File: src/hdl/lsu_op_pkg.sv
// operation, element format and sequencer state types.
package lsu_op_pkg;

    // ====================
    // command encodings
    // ====================
    typedef enum logic [0:0] {
        op_load  = 1'b0,
        op_store = 1'b1
    } lsu_op_e;

    typedef enum logic [1:0] {
        fmt_b = 2'd0, // 1 byte.
        fmt_h = 2'd1, // 2 bytes.
        fmt_w = 2'd2, // 4 bytes.
        fmt_d = 2'd3  // 8 bytes and legal with flen 64 only.
    } lsu_fmt_e;

    typedef enum logic [1:0] {
        st_idle, st_issue, st_wait, st_done
    } seq_state_e;

endpackage

File: src/hdl/lsu_bus_pkg.sv
// memory port widths and the beat size type.
package lsu_bus_pkg;

    // ====================
    // memory port
    // ====================
    localparam int BUS_BYTES = 4;
    localparam int ADDR_W    = 32;

    // size of one access on the port.
    typedef enum logic [1:0] {
        bs_byte = 2'd0,
        bs_half = 2'd1,
        bs_word = 2'd2
    } beat_size_e;

endpackage

File: src/hdl/lsu_split_decode.sv
// split decoder giving size, next offset and flags for one beat.
`timescale 1ns/1ps

module lsu_split_decode #(
    parameter int flen = 64
) (
    input  logic [2:0]             base,
    input  logic [2:0]             offset,
    input  logic                   store,
    input  logic                   load,
    input  lsu_op_pkg::lsu_fmt_e   fmt,
    output lsu_bus_pkg::beat_size_e size,
    output logic [2:0]             offset_nx,
    output logic                   last,
    output logic                   multi,
    output logic                   una,
    output logic                   illegal
);
    import lsu_op_pkg::*;
    import lsu_bus_pkg::*;

    logic [3:0]  esz;     // element size in bytes.
    logic [2:0]  cur;     // low bits of the current byte address.
    logic [3:0]  room;    // bytes left in the current word.
    logic [3:0]  rem;     // bytes left in the element.
    logic [3:0]  covered;
    logic [3:0]  end_nx;
    beat_size_e  piece;
    logic        active;

    always_comb begin
        case (fmt)
            fmt_b:   esz = 4'd1;
            fmt_h:   esz = 4'd2;
            fmt_w:   esz = 4'd4;
            default: esz = 4'd8;
        endcase
        active = load | store;
        cur    = base + offset;
        room   = 4'd4 - {2'b00, cur[1:0]};
        rem    = esz - {1'b0, offset};

        // largest aligned store piece that stays inside the element.
        if (cur[1:0] == 2'd0 && rem >= 4'd4) begin
            piece = bs_word;
        end else if (!cur[0] && rem >= 4'd2) begin
            piece = bs_half;
        end else begin
            piece = bs_byte;
        end

        if (load) begin
            covered = (room < rem) ? room : rem; // whole word is read.
            size    = bs_word;
        end else if (store) begin
            case (piece)
                bs_word: covered = 4'd4;
                bs_half: covered = 4'd2;
                default: covered = 4'd1;
            endcase
            size = piece;
        end else begin
            covered = 4'd0;
            size    = bs_byte;
        end

        end_nx    = {1'b0, offset} + covered;
        offset_nx = end_nx[2:0]; // wraps to 0 at the end of a double.
        last      = active & (end_nx == esz);
        una       = active & ((base & 3'(esz - 4'd1)) != 3'd0);
        multi     = (load & (({2'b00, base[1:0]} + esz) > 4'd4))
                  | (store & ((fmt == fmt_d) | una));
        illegal   = active & (fmt == fmt_d) & (flen != 64);
    end

endmodule

File: src/hdl/lsu_seq_ctrl.sv
// sequencer FSM issuing memory beats and ending each access.
`timescale 1ns/1ps

module lsu_seq_ctrl (
    input  logic                 clk,
    input  logic                 rst,
    input  logic                 start,
    input  lsu_op_pkg::lsu_op_e  op,
    input  lsu_op_pkg::lsu_fmt_e fmt,
    input  logic                 last,
    input  logic                 illegal,
    input  logic                 mem_ack,
    input  logic [2:0]           offset_nx,
    output logic                 busy,
    output logic                 done,
    output logic                 mem_req,
    output logic                 mem_we,
    output logic                 cmd_load,
    output logic                 beat_adv,
    output logic [2:0]           offset,
    output lsu_op_pkg::lsu_fmt_e cur_fmt,
    output logic                 dec_load,
    output logic                 dec_store
);
    import lsu_op_pkg::*;

    seq_state_e state;
    lsu_op_e    op_q;

    assign busy      = (state != st_idle);
    assign done      = (state == st_done);
    assign cmd_load  = start & ~busy; // start while busy is dropped.
    assign mem_req   = (state == st_issue) & ~illegal;
    assign beat_adv  = mem_ack & (mem_req | (state == st_wait));
    assign mem_we    = (op_q == op_store);
    assign dec_load  = busy & (op_q == op_load);
    assign dec_store = busy & (op_q == op_store);

    always_ff @(posedge clk) begin
        if (rst) begin
            state   <= st_idle;
            op_q    <= op_load;
            cur_fmt <= fmt_b;
            offset  <= 3'd0;
        end else begin
            if (cmd_load) begin
                op_q    <= op;
                cur_fmt <= fmt;
                offset  <= 3'd0;
            end
            if (beat_adv) begin
                offset <= offset_nx;
            end
            case (state)
                st_idle:  if (start) state <= st_issue;
                st_issue: begin
                    if (illegal) begin
                        state <= st_done; // no beat for an illegal format.
                    end else if (beat_adv) begin
                        state <= last ? st_done : st_issue;
                    end else begin
                        state <= st_wait;
                    end
                end
                st_wait:  if (beat_adv) state <= last ? st_done : st_issue;
                default:  state <= st_idle;
            endcase
        end
    end

endmodule

File: src/hdl/lsu_addr_gen.sv
// element address latch and word-aligned beat address.
`timescale 1ns/1ps

module lsu_addr_gen (
    input  logic                           clk,
    input  logic                           rst,
    input  logic                           cmd_load,
    input  logic                           beat_adv,
    input  logic [lsu_bus_pkg::ADDR_W-1:0] addr,
    input  logic [2:0]                     offset_nx,
    output logic [lsu_bus_pkg::ADDR_W-1:0] mem_addr,
    output logic [2:0]                     base
);
    import lsu_bus_pkg::*;

    logic [ADDR_W-1:0] elem_addr;
    logic [ADDR_W-1:0] beat_addr; // byte address of the current beat.

    always_ff @(posedge clk) begin
        if (cmd_load) elem_addr <= addr;
    end

    always_ff @(posedge clk) begin
        if (rst) begin
            beat_addr <= '0;
        end else if (cmd_load) begin
            beat_addr <= addr;
        end else if (beat_adv) begin
            beat_addr <= elem_addr + ADDR_W'(offset_nx);
        end
    end

    assign mem_addr = {beat_addr[ADDR_W-1:2], 2'b00};
    assign base     = elem_addr[2:0];

endmodule

File: src/hdl/lsu_load_merge.sv
// load merger collecting beat bytes into the element result.
`timescale 1ns/1ps

module lsu_load_merge #(
    parameter int flen = 64
) (
    input  logic                                    clk,
    input  logic                                    rst,
    input  logic                                    cmd_load,
    input  logic                                    load,
    input  logic                                    mem_ack,
    input  logic [8*lsu_bus_pkg::BUS_BYTES-1:0]     mem_rdata,
    input  logic [2:0]                              base,
    input  logic [2:0]                              offset,
    input  logic [2:0]                              offset_nx,
    input  lsu_op_pkg::lsu_fmt_e                    fmt,
    output logic [flen-1:0]                         load_data
);
    import lsu_op_pkg::*;
    import lsu_bus_pkg::*;

    localparam int NB = flen / 8;

    logic [flen-1:0]    elem_q;
    logic [flen-1:0]    fmt_mask;
    logic [2:0]         cur;
    logic [2:0]         covered;
    logic [2:0]         lane_idx [BUS_BYTES];
    logic [BUS_BYTES-1:0] lane_hit;

    always_comb begin
        cur     = base + offset;
        covered = offset_nx - offset; // taken mod 8 so a double's tail comes out right.
        for (int j = 0; j < BUS_BYTES; j++) begin
            lane_idx[j] = offset + 3'(j) - {1'b0, cur[1:0]};
            lane_hit[j] = (3'(j) >= {1'b0, cur[1:0]})
                        && ((3'(j) - {1'b0, cur[1:0]}) < covered)
                        && (int'(lane_idx[j]) < NB);
        end
    end

    always_ff @(posedge clk) begin
        if (rst || cmd_load) begin
            elem_q <= '0;
        end else if (mem_ack && load) begin
            for (int j = 0; j < BUS_BYTES; j++) begin
                if (lane_hit[j]) elem_q[lane_idx[j]*8 +: 8] <= mem_rdata[j*8 +: 8];
            end
        end
    end

    // zero-extend narrow formats.
    always_comb begin
        case (fmt)
            fmt_b:   fmt_mask = flen'(64'h0000_0000_0000_00ff);
            fmt_h:   fmt_mask = flen'(64'h0000_0000_0000_ffff);
            fmt_w:   fmt_mask = flen'(64'h0000_0000_ffff_ffff);
            default: fmt_mask = '1;
        endcase
    end

    assign load_data = elem_q & fmt_mask;

endmodule

File: src/hdl/lsu_store_align.sv
// store aligner rotating element bytes onto the write lanes.
`timescale 1ns/1ps

module lsu_store_align #(
    parameter int flen = 64
) (
    input  logic                                clk,
    input  logic                                cmd_load,
    input  logic [flen-1:0]                     store_data,
    input  logic [2:0]                          base,
    input  logic [2:0]                          offset,
    input  lsu_bus_pkg::beat_size_e             size,
    output logic [8*lsu_bus_pkg::BUS_BYTES-1:0] mem_wdata,
    output logic [lsu_bus_pkg::BUS_BYTES-1:0]   mem_be
);
    import lsu_bus_pkg::*;

    localparam int WW = 8 * BUS_BYTES;

    logic [flen-1:0] data_q;
    logic [flen-1:0] shifted;
    logic [2*WW-1:0] dbl;
    logic [1:0]      lane; // lane of the current byte.

    always_ff @(posedge clk) begin
        if (cmd_load) data_q <= store_data;
    end

    always_comb begin
        lane    = 2'(base + offset);
        shifted = data_q >> {offset, 3'b000}; // byte at offset goes to bit 0.
        dbl     = {shifted[WW-1:0], shifted[WW-1:0]};
        mem_wdata = dbl[WW - 8*lane +: WW]; // rotate left by lane bytes.
        case (size)
            bs_byte: mem_be = 4'b0001 << lane;
            bs_half: mem_be = 4'b0011 << lane;
            default: mem_be = 4'b1111;
        endcase
    end

endmodule

File: src/hdl/fp_lsu_top.sv
// top level of the misaligned fp load/store unit.
`timescale 1ns/1ps

module fp_lsu_top #(
    parameter int flen = 64
) (
    input  logic                                clk,
    input  logic                                rst,
    input  logic                                start,
    input  lsu_op_pkg::lsu_op_e                 op,
    input  lsu_op_pkg::lsu_fmt_e                fmt,
    input  logic [lsu_bus_pkg::ADDR_W-1:0]      addr,
    input  logic [flen-1:0]                     store_data,
    output logic                                busy,
    output logic                                done,
    output logic [flen-1:0]                     load_data,
    output logic                                una,
    output logic                                multi,
    output logic                                illegal,
    output logic                                mem_req,
    output logic                                mem_we,
    output logic [lsu_bus_pkg::ADDR_W-1:0]      mem_addr,
    output logic [lsu_bus_pkg::BUS_BYTES-1:0]   mem_be,
    output logic [8*lsu_bus_pkg::BUS_BYTES-1:0] mem_wdata,
    input  logic                                mem_ack,
    input  logic [8*lsu_bus_pkg::BUS_BYTES-1:0] mem_rdata
);
    import lsu_op_pkg::*;
    import lsu_bus_pkg::*;

    logic       last, cmd_load, beat_adv, dec_load, dec_store;
    logic [2:0] offset, offset_nx, base;
    lsu_fmt_e   cur_fmt;
    beat_size_e size;

    lsu_seq_ctrl i_seq (
        .clk, .rst, .start, .op, .fmt, .last, .illegal, .mem_ack, .offset_nx,
        .busy, .done, .mem_req, .mem_we, .cmd_load, .beat_adv, .offset,
        .cur_fmt, .dec_load, .dec_store
    );

    lsu_split_decode #(.flen(flen)) i_dec (
        .base, .offset, .store(dec_store), .load(dec_load), .fmt(cur_fmt),
        .size, .offset_nx, .last, .multi, .una, .illegal
    );

    lsu_addr_gen i_addr (
        .clk, .rst, .cmd_load, .beat_adv, .addr, .offset_nx, .mem_addr, .base
    );

    lsu_load_merge #(.flen(flen)) i_merge (
        .clk, .rst, .cmd_load, .load(dec_load), .mem_ack, .mem_rdata,
        .base, .offset, .offset_nx, .fmt(cur_fmt), .load_data
    );

    lsu_store_align #(.flen(flen)) i_align (
        .clk, .cmd_load, .store_data, .base, .offset, .size, .mem_wdata, .mem_be
    );

endmodule

File: config.mk
export PLATFORM = sky130hd
export DESIGN_NAME = fp_lsu_top
export DESIGN_NICKNAME = d
export VERILOG_FILES = /design/src/hdl/lsu_op_pkg.sv /design/src/hdl/lsu_bus_pkg.sv /design/src/hdl/lsu_split_decode.sv /design/src/hdl/lsu_seq_ctrl.sv /design/src/hdl/lsu_addr_gen.sv /design/src/hdl/lsu_load_merge.sv /design/src/hdl/lsu_store_align.sv /design/src/hdl/fp_lsu_top.sv
export SDC_FILE = /design/constraint.sdc
export NUM_CORES = 1
export LEC_CHECK = 0
export ABC_AREA = 1
export BUFFER_PORTS_ARGS = -buffer_cell sky130_fd_sc_hd__buf_2
export CAP_MARGIN = 5
export CORE_ASPECT_RATIO = 1.4
export CORE_UTILIZATION = 52
export DETAILED_ROUTE_END_ITERATION = 10
export GPL_TIMING_DRIVEN = 0
export PLACE_DENSITY = 0.84
export SLEW_MARGIN = 10
export SYNTH_ARGS = -nofsm -noshare
export SYNTH_HDL_FRONTEND = slang
export SYNTH_SLANG_ARGS = --single-unit
File: constraint.sdc
create_clock -name clk -period 6.5 [get_ports clk]
set_clock_uncertainty 0.1 [all_clocks]
set_input_delay 0.65 -clock clk [delete_from_list [all_inputs] [get_ports clk]]
set_output_delay 0.65 -clock clk [all_outputs]
set_load 0.005 [all_outputs]
==> impl_metrics.py <==
metrics = {
    "run_status": {
        "status": "finished clean",
    },
    "worst_hold_path": {
        "holdCritPathClass": "in -> reg",
        "hold_depth": 1,
        "min_from": "store_data[27]",
    },
    "critical_path": {
        "slowest_delay_ps": 600,
        "critPathSlowestCell": "fa_1",
        "cp.depth": 30,
        "crit_type": "reg -> reg",
        "critPathLaunchType": "register",
        "end_kind": "register",
        "crit_family": "adder cells",
        "r2r-start": "i_seq.cur_fmt[1]",
        "required_ps": 6740,
        "crit_start": "i_seq.cur_fmt[1]",
        "crit_fanout": 10,
        "crit_path_frequent_cell": "nand2_1",
        "crit_buf_inv": 7,
        "r2r_cells": 30,
        "worst-endpoint-arrival_ps": 6500,
    },
    "power_and_ir_drop": {
        "power_frac_seq": 0.277,
        "ir_drop_uv": 237.2,
        "p_int_mw": 2.819,
        "p_sw_mw": 2.719,
        "power_mw": 5.538,
        "clkPwrFrac": 0.205,
        "pwr-share-comb": 0.517,
        "leakage_nw": 8.667,
        "power_density_mw_per_mm2": 298.7,
        "swShare": 0.4910,
    },
    "synthesis": {
        "yosys-top-cells-area": "nand2_1 20%, edfxtp_1 18%, dfxtp_1 13%, nand3_1 7.9%, a21oi_1 5.9%",
        "synthTopCellsByCount": "843 x nand2_1, 250 x nand3_1, 246 x inv_1, 188 x a21oi_1, 145 x nor2_1",
        "muxShareOfSynthArea": 0.02022,
        "synth-main-ff-cell": "dfxtp_1",
        "ys_seq_area_frac": 0.3109,
        "synth_top_area_cell": "nand2_1",
        "synth-edff-count": 96,
        "synthSimpleGateAreaFrac": 0.3746,
        "synthAdderAreaFrac": 0.03586,
        "synth_top_family_by_area": "simple AND/OR/NAND/NOR gates",
        "ys_async_sr_fraction": 0,
        "ys_ff_latch": 198,
        "synth_xor_area_frac": 0.01035,
        "synthCells": 2479,
        "synth_compound_area_frac": 0.1469,
        "yosysUniqueCellTypes": 53,
        "netlist.area_leader.share": 0.1997,
        "syn_area_mm2": 0.01584,
        "syn_avg_cell_area_um2": 6.390,
        "ys_warn_count": 0,
        "synth.most_common_cell": "nand2_1",
    },
    "layout": {
        "post-route-util": 0.6194,
        "layout.nets": 2957,
        "final_cell_area_mm2": 0.01854,
        "drive_gt1_frac": 0.1637,
        "area_growth_pct": 17.05,
    },
    "sta": {
        "period_share": 0.9626,
        "worstMarginPinSlew_ps": 1095,
        "timing.final.ws_setup_ps": 242.9,
        "post-route-min-period_ps": 6257,
        "finalHoldViolations": 0,
        "slew_headroom": 0.2644,
        "fin_worst_hold_slack_ps": 243.7,
        "slew_violations": 0,
        "setup_viol": 0,
        "max_freq_mhz": 159.8,
    },
    "die": {
        "placement_rows": 75,
        "core-area_mm2": 0.02994,
        "die_h_um": 208.5,
        "start_util": 0.5292,
        "die-area_mm2": 0.03118,
        "pin_count": 274,
        "die_width_um": 149.5,
    },
    "global_route": {
        "grt_pass1_wl_um": 100900,
        "grt_pass1_vias": 17896,
        "grt_overflow": 0,
        "antenna_found_initial": 1,
        "grt_max_degree": 70,
        "gr-usage-all-layers": 0.4389,
    },
    "detailed_routing": {
        "drtIter0Drc": 1918,
        "firstDrtPassIters": 7,
        "wl_per_cell_um": 21.41,
        "vias_per_cell": 5.925,
        "antenna_left": 0,
        "vias": 18831,
        "routed_wl_um": 68040,
        "drc": 0,
    },
    "cts": {
        "tritoncts": "yes",
        "htreeDepth": 4,
        "cts_root_buf": "clkbuf_16",
        "clock_sinks": 198,
        "cts.clk_slew.worst_paths_ps": 90,
        "cts_buffer_depth": 2,
        "clk-insertion-delay-late_ps": 470,
        "cts_hold_buf": 0,
        "cts-buffers-inserted": 17,
    },
    "placement": {
        "dp_slack_ps": -881.2,
        "routabilityCongestion": 1.136,
        "numPortBuffers": 270,
        "hpwl_um": 53340,
        "place_area_mm2": 0.01771,
    },
    "run": {
        "maxCapViolCount": 0,
    },
}
## final cells by class
class | instances | area (um^2)
Antenna cell | 1 | 2.502
Buffer | 122 | 586.8
Timing Repair Buffer | 282 | 1486
Tap cell | 385 | 481.7
Inverter | 269 | 1020
Clock inverter | 14 | 183.9
Sequential cell | 198 | 4926
Fill cell | 2903 | 11390
Multi-Input combinational cell | 1889 | 9405
Clock buffer | 18 | 450.4
## worst register-to-register path, delay by kind of cell (launching register included)
family / cells / cell delay, ps
simple gates: 11 / 1580
fa+ha+maj: 7 / 2330
buf+inv: 7 / 1100
xor+xnor: 1 / 170
compound gates: 4 / 500
flops: 1 / 360
## power by group through the flow
| stage | logic [mW] | clock network [mW] | registers, mW |
|---|---|---|---|
| 6_report | 2.87 | 1.14 | 1.54 |
| 3_3_place_gp | 2.62 | 0 | 1.57 |
| 5_1_grt | 3.06 | 1.18 | 1.55 |
| 2_1_floorplan | 1.72 | 0 | 1.55 |
| 3_5_place_dp | 2.67 | 0 | 1.56 |
| 4_1_cts | 2.70 | 1.14 | 1.53 |
## what timing repair did
| item | in CTS | in global routing |
|---|---|---|
| pin swaps | 0 | 4 |
| gates cloned | 0 | 0 |
| setup buffers | 1 | 10 |
| resized for setup | 10 | 17 |
| endpoints found under the setup margin | 91 | 84 |
## final timing paths
check | end | slack (ps)
worst max register to register | i_merge.elem_q[15] | 240
worst min-delay path | i_align.data_q[27] | 240
worst min register to register | i_addr.beat_addr[20] | 360
worst max-delay path | i_merge.elem_q[15] | 240
## cells in the final DEF, fill, tap and decap left out, types with 38 or more instances in the layout
master and instances:
nand2_1 842, nor2_1 143, a21oi_1 188, inv_1 244, clkbuf_1 61, nand3_1 248
ha_1 38, buf_2 294, o21ai_0 130, dfxtp_1 101, edfxtp_1 96
## cells by family (layout without fill, tap and decap cells)
kind of cell / count (synthesis) / after routing
AND/OR/NAND/NOR: 1374 / 1374
AO/OA/AOI/OAI: 420 / 420
buffers and inverters: 394 / 705
flip-flops: 198 / 198
adder cells (fa/ha/maj): 43 / 43
multiplexers: 32 / 32
XOR/XNOR: 17 / 17
other: 1 / 4
## sequential cells by signal, indices dropped and copies added (netlist names)
register	cells
i_merge.elem_q	64
i_seq.offset	3
i_addr.elem_addr	32
i_seq.cur_fmt	2
i_addr.beat_addr	30
i_seq.state	2
i_align.data_q	64
i_seq.mem_we	1
## per-layer routing
layer	vias to the layer above	wire [um]	GRT usage
met5	-	13	0
met3	360	6564	0.09539
met4	2	6470	0.3593
met2	1218	31580	0.7261
li1	8759	-	-
met1	8492	23420	0.4759
## through the flow
step | std cells | setup TNS (ps)
finish | 3178 | 0
global route | 3177 | -157.3
CTS | 3169 | 0
detailed placement | 3137 | -52020
global placement | 3136 | -41600
floorplan | 2481 | 0
Power figures use the tool's default switching activity.
